**config.mk**
```make
export PLATFORM = sky130hd
export DESIGN_NAME = seq_addr_gen
export DESIGN_NICKNAME = d
export VERILOG_FILES = /design/src/rowbuf_pkg.sv /design/src/delay_line.sv /design/src/seq_addr_gen.sv
export SDC_FILE = /design/constraint.sdc
export NUM_CORES = 1
export LEC_CHECK = 0
export BUFFER_PORTS_ARGS = -buffer_cell sky130_fd_sc_hd__buf_4
export CORE_ASPECT_RATIO = 1.25
export CORE_MARGIN = 2
export CORE_UTILIZATION = 33
export CTS_CLUSTER_SIZE = 12
export DETAILED_ROUTE_END_ITERATION = 10
export PLACE_DENSITY = 0.75
export SYNTH_ARGS = -nofsm -noshare
export SYNTH_HDL_FRONTEND = slang
export SYNTH_SLANG_ARGS = --single-unit
export TNS_END_PERCENT = 30
```
**constraint.sdc**
```tcl
create_clock -name clk -period 0.8 [get_ports clk]
set_input_delay 0.24 -clock clk [delete_from_list [all_inputs] [get_ports clk]]
set_output_delay 0.24 -clock clk [all_outputs]
set_load 0.02 [all_outputs]
```
**src/rowbuf_pkg.sv**
```systemverilog
package rowbuf_pkg;

    ////////////////////////////////////////
    // Widths and sizes
    ////////////////////////////////////////

    localparam int PIXEL_W      = 16;
    localparam int BANK_DEPTH   = 1024;
    localparam int ADDR_W       = 10;
    // Bank address minus the row-half bit
    localparam int COL_W        = 9;
    localparam int SEQ_W        = 16;
    localparam int SEQ_ROW_BIT  = 15;
    // Sampled execute to valid data
    localparam int READ_LATENCY = 2;

    ////////////////////////////////////////
    // Types
    ////////////////////////////////////////

    typedef logic [PIXEL_W-1:0] pixel_t;

    // Odd bank in the upper half, even bank in the lower half
    typedef struct packed {
        pixel_t odd;
        pixel_t even;
    } pixel_pair_t;

    typedef logic [ADDR_W-1:0] addr_t;
    typedef logic [COL_W-1:0]  col_t;

    // Column in bits 8:0, row select in bit 15
    typedef logic [SEQ_W-1:0]  seq_t;

    // Row rotation code
    typedef logic [1:0]        gray_t;

    // Window controller states
    typedef enum logic [2:0] {
        IDLE      = 3'd0,
        PRIME     = 3'd1,
        WAIT_LOAD = 3'd2,
        ACTIVE    = 3'd3,
        FIN_ROW   = 3'd4,
        DONE      = 3'd5
    } rowbuf_state_e;

endpackage

```
**src/delay_line.sv**
```systemverilog
`timescale 1ns/1ps

module delay_line #(
    parameter type T     = logic,
    parameter int  DEPTH = 1
) (
    input  logic clk,
    input  logic rst,
    input  T     data_in,
    output T     data_out
);

    // One register per cycle of delay
    T stage [DEPTH];

    always_ff @(posedge clk) begin
        if (rst) begin
            for (int i = 0; i < DEPTH; i++) begin
                stage[i] <= '0;
            end
        end else begin
            stage[0] <= data_in;
            // Shift toward the output end
            for (int i = 1; i < DEPTH; i++) begin
                stage[i] <= stage[i-1];
            end
        end
    end

    assign data_out = stage[DEPTH-1];

endmodule

```
**src/seq_addr_gen.sv**
```systemverilog
`timescale 1ns/1ps

module seq_addr_gen import rowbuf_pkg::*; (
    input  logic  clk,
    input  logic  rst,
    input  seq_t  seq_datain,
    input  gray_t gray_code,
    output addr_t ce0_even_addr,
    output addr_t ce0_odd_addr,
    output addr_t ce1_even_addr,
    output addr_t ce1_odd_addr
);

    seq_t  seq_d;
    gray_t gray_d;

    ////////////////////////////////////////
    // Engine 1 runs one cycle behind
    ////////////////////////////////////////

    delay_line #(
        .T     (seq_t),
        .DEPTH (1)
    ) u_seq_dly (
        .clk      (clk),
        .rst      (rst),
        .data_in  (seq_datain),
        .data_out (seq_d)
    );

    delay_line #(
        .T     (gray_t),
        .DEPTH (1)
    ) u_gray_dly (
        .clk      (clk),
        .rst      (rst),
        .data_in  (gray_code),
        .data_out (gray_d)
    );

    ////////////////////////////////////////
    // Address decode
    ////////////////////////////////////////

    // Row bit rotated by one gray bit, then the column
    function automatic addr_t bank_addr(input seq_t seq, input logic gray_bit);
        return {seq[SEQ_ROW_BIT] ^ gray_bit, seq[COL_W-1:0]};
    endfunction

    assign ce0_even_addr = bank_addr(seq_datain, gray_code[0]);
    assign ce0_odd_addr  = bank_addr(seq_datain, gray_code[1]);

    assign ce1_even_addr = bank_addr(seq_d, gray_d[0]);
    assign ce1_odd_addr  = bank_addr(seq_d, gray_d[1]);

endmodule

```
Word level (Yosys, flattened, before mapping) --
Memory sizes are Yosys's and may differ from the RTL's. Index checks and enable logic that the tools add are counted.
Cells by class: bitwise logic cells 4, multiplexer cells 7, reductions and logical operators 2
Operator list (count):
- $mux W16 | 1
- $reduce_or A16 Y1 | 1
- $mux W1 | 5
- $xor A1 B1 Y1 | 4
- $mux W2 | 1
- $reduce_or A2 Y1 | 1
Word-level totals: output and inout bits 40, memories kept 2, memory bits (writable) 18, bits of input ports 20, word-level logic and storage cells 15, register bits 0
Memory list:
- u_seq_dly.stage | depth 1, width 16, read ports 1, clocked after Yosys merged registers in 0, wr ports 1, RTL line delay_line.sv:14 | T stage [DEPTH];
- u_gray_dly.stage | depth 1, width 2, read ports 1, clocked after Yosys merged registers in 0, wr ports 1, RTL line delay_line.sv:14

Depth between registers and ports, before layout --
word-level depth 3, gate-level depth with buffers 2, depth with buffers taken out 1

Cells and area by module --
A second synthesis with hierarchy kept.
Second synthesis, totals: cell total of the unflattened synthesis 68, area, all modules 754.5 µm²
Modules (own cells, without submodules):
- delay_line at u_seq_dly | sequential area each 320.3 µm², cells each 33, area each 464.2 µm², instances 1
- seq_addr_gen | sequential area each 0.0 µm², cells each 31, area each 237.7 µm², instances 1
- delay_line at u_gray_dly | sequential area each 40.0 µm², cells each 4, area each 52.6 µm², instances 1

Worst setup path before layout --
Ideal clock, no wire load.
path kind register -> output, start point memory u_seq_dly.stage[0][15] in the netlist's numbering, end point output ce1_even_addr[9], cell stages (with the launch flop) 2, required time 0.560 ns, setup slack -0.143 ns, buffers on the path 0, data arrival time 0.703 ns, cell sequence dfxtp_1 -> xor2_1
On the way: word-level cells in the longest chain between the ends 2
RTL lines:
- from (decl) | RTL line delay_line.sv:14
- $mem_v2 Z1 W16
- $xor A1 B1 Y1 | RTL line seq_addr_gen.sv:47 | return {seq[SEQ_ROW_BIT] ^ gray_bit, seq[COL_W-1:0]};
- to (decl) | RTL line seq_addr_gen.sv:10 | output addr_t ce1_even_addr,
No other way between the ends.

Worst setup path in the final report --
start point memory u_seq_dly.stage[0][15] in the netlist's numbering, end point output ce1_odd_addr[9]
On the way: word-level cells in the longest chain between the ends 2
RTL lines:
- $mem_v2 Z1 W16
- $xor A1 B1 Y1 | RTL line seq_addr_gen.sv:47
- to (decl) | RTL line seq_addr_gen.sv:11 | output addr_t ce1_odd_addr
No other way between the ends.

==> reports/qor.csv <==
stage,metric,value,unit
clock_tree,Num CTS Buffers,3,
power_and_ir_drop,Total Power,1.68,mW
route,Routed Antenna Nets,0,
route,Vias/cell,3.89,
route,DR WL met3,90,um
route,met1 WL,318,um
cells_and_area,Ant. Diodes,0,
timing,Slew @ Worst Pin,0.122,ns
grt,first-pass GRT wire length,1510,um
worst_setup_path,Worst EP arrival,0.96,ns
timing,final setup fails,22,
worst_setup_path,Critical-path top delay cell,dfxtp_4,
floorplanning,die area,2420,sq um
timing,"Period Utilization, post-route",150,%
worst_setup_path,Critical Path Fanout Max,2,
clock_tree,"Setup Fix Bufs, Post-CTS",0,
grt,all-layer global routing usage,9.14,%
outcome,violated checks,negative setup slack,
grt,GR Overflow Total,0,
route,First DRT Iteration DRCs,3,
route,DR WL met2,674,um
power_and_ir_drop,Logic pwr share,31.9,%
placement,GPL Wtd Cong,0.517,
floorplanning,Starting Density,34.3,%
timing,fin worst setup slack,-0.400,ns
power_and_ir_drop,switching portion of total power,28.4,%
min_path,hold depth,2,
power_and_ir_drop,Sw Pwr,476,uW
power_and_ir_drop,P_leak,0.505,nW
timing,fmax,0.833,GHz
floorplanning,I/O Pins,60,
route,drt first pass iters,2,
timing,Slew Limit Fails,0,
timing,relative slew slack,91.8,%
worst_setup_path,startpoint types,register,
timing,RSZ-0062 raised after global routing,yes,
cells_and_area,fin nets,108,
worst_setup_path,critical path required time,0.56,ns
power_and_ir_drop,Pwr per Cell Area,1610,nW/um^2
worst_setup_path,critical path endpoint category,primary output,
min_path,Hold Crit Endpoint,u_seq_dly.stage[0][4],
synthesis,Synth area leaders,"buf_4 (40%), dfxtp_1 (36%), nor2b_2 (10%)",
clock_tree,Root Buffer,clkbuf_4,
min_path,min-delay src,rst,
synthesis,Yosys cell types,7,
route,Post-route DRC,0,
floorplanning,core box area,1960,sq um
clock_tree,Max clock buf depth,2,
outcome,status,finished with violations,
synthesis,syn avg cell area,10.3,sq um
cells_and_area,fin util,53.1,%
timing,endpoints failing hold,0,
worst_setup_path,crit-path max cell delay,0.38,ns
grt,vias in the first global route,383,
route,WL final,1110,um
synthesis,YS warnings,0,
grt,antenna violations before repair,0,
synthesis,Post-Syn Nets,85,
synthesis,"Cell Area, Synth",672,sq um
timing,minimum clock period,1.20,ns
route,vias,416,
synthesis,"FF+latch count, synth",12,
min_path,min-delay worst type,input pin to register,
floorplanning,cell row count,18,
cells_and_area,Layout area overhead,54.9,%
cells_and_area,Fill cells,176,
grt,largest net degree at the start of global routing,8,
synthesis,post-synth top area cell,buf_4,
synthesis,share of the synthesized area in the top cell type,40.2,%
power_and_ir_drop,Internal,1.20,mW
clock_tree,CTS tree,built,
worst_setup_path,cells traversed along the worst timing path,xor2_4 -> buf_6,
floorplanning,Die Y,54.5,um
worst_setup_path,WS Path Type,register to primary output,
clock_tree,CTS Sinks,12,
placement,PortBufs,53,
route,routed length per instance,10.3,um
job,Max Cap Violations,0,
cells_and_area,sequential cell area,258,sq um
route,DR top layer,met4,
floorplanning,Chip Width,44.4,um
power_and_ir_drop,Seq pwr share,40.0,%
worst_setup_path,CP Buf/Inv Count,1,
worst_setup_path,"delay-heaviest family, CP",flip-flops,
clock_tree,htree depth,1,
synthesis,"Seq/Total Area, Yosys",35.8,%
cells_and_area,share of cells above drive strength 1,100,%
power_and_ir_drop,clock power share,28.2,%
clock_tree,Clock transition at path regs,0.08,ns
power_and_ir_drop,maximum VDD drop,0.634,mV
placement,pre-CTS WS,-0.134,ns
synthesis,Mapped Cells,65,
cells_and_area,multi-input logic area,203,sq um
-- layer usage --
layer / GRT usage (%) / up-vias
met4: 7.58 / 0
met5: 0 / -
met3: 3.30 / 2
li1: - / 202
met2: 16.7 / 24
met1: 7.88 / 188
-- final cells by class --
cell class / instances / share of cell area (%)
sequential: 12 / 24.8
timing repair buffer: 55 / 49.9
tap: 20 / 2.40
clock buffer: 4 / 3.49
multi-input combinational: 16 / 19.5
-- sequential cells by signal, summed over array words and instances (netlist names) --
signal	count
u_gray_dly.stage	2
u_seq_dly.stage	10
-- power groups by stage --
stage	clock network [mW]	logic, mW	registers [mW]
after floorplan	0	0.362	0.665
after global placement	0	0.480	0.667
after detailed placement	0	0.486	0.669
after CTS	0.495	0.525	0.667
after global routing	0.532	0.564	0.674
final	0.472	0.534	0.670
-- placed cells by master, fill, tap and decap left out, drive strengths merged --
cell	netlist	routed
clkbuf	0	4
dfxtp	12	12
xor2	4	4
and2b	2	2
buf	37	55
nor2b	10	10
-- cell families (layout without fill, tap and decap cells) --
group	Yosys count	count (layout)	share of synthesized area, %
and+or+nand+nor	12	12	17.1
DFF	12	12	35.8
xor gates and xnor gates	4	4	5.21
buffers and inverters	37	59	41.9
-- worst max-delay path by stage --
stage                                      start               to  slack, ns  depth (start not counted)
final                     u_seq_dly.stage[0][15]  ce1_odd_addr[9]      -0.40                          2
after global routing      u_seq_dly.stage[0][15]  ce1_odd_addr[9]      -0.44                          2
after CTS                 u_seq_dly.stage[0][15]  ce1_odd_addr[9]      -0.41                          2
after detailed placement  u_seq_dly.stage[0][15]  ce1_odd_addr[9]      -0.13                          2
after global placement    u_seq_dly.stage[0][15]  ce1_odd_addr[9]      -0.13                          2
after floorplan                   seq_datain[15]  ce0_odd_addr[9]      -0.03                          1
-- cells in the mapped netlist --
library cell,count
buf_4,36
dfxtp_1,12
nor2b_2,8
xor2_1,4
and2b_2,2
nor2b_4,2
buf_6,1
-- repair_timing --
item / CTS / global route
endpoints found under the setup margin: 22 / 22
hold buffers: 0 / 0
resized for setup: 29 / 8
pin swaps: 4 / 1
-- stage by stage --
stage                     instances  hold slack [ns]  instance area [sq um]  setup TNS [ns]
after CTS                       107            0.177                   1010           -4.28
after detailed placement        103            0.473                    890          -0.505
final                           107            0.186                   1040           -3.98
after global placement          103            0.470                    890          -0.484
after global routing            107            0.177                   1040           -4.80
after floorplan                  65            0.368                    721          -0.100
Power figures use the tool's default switching activity.
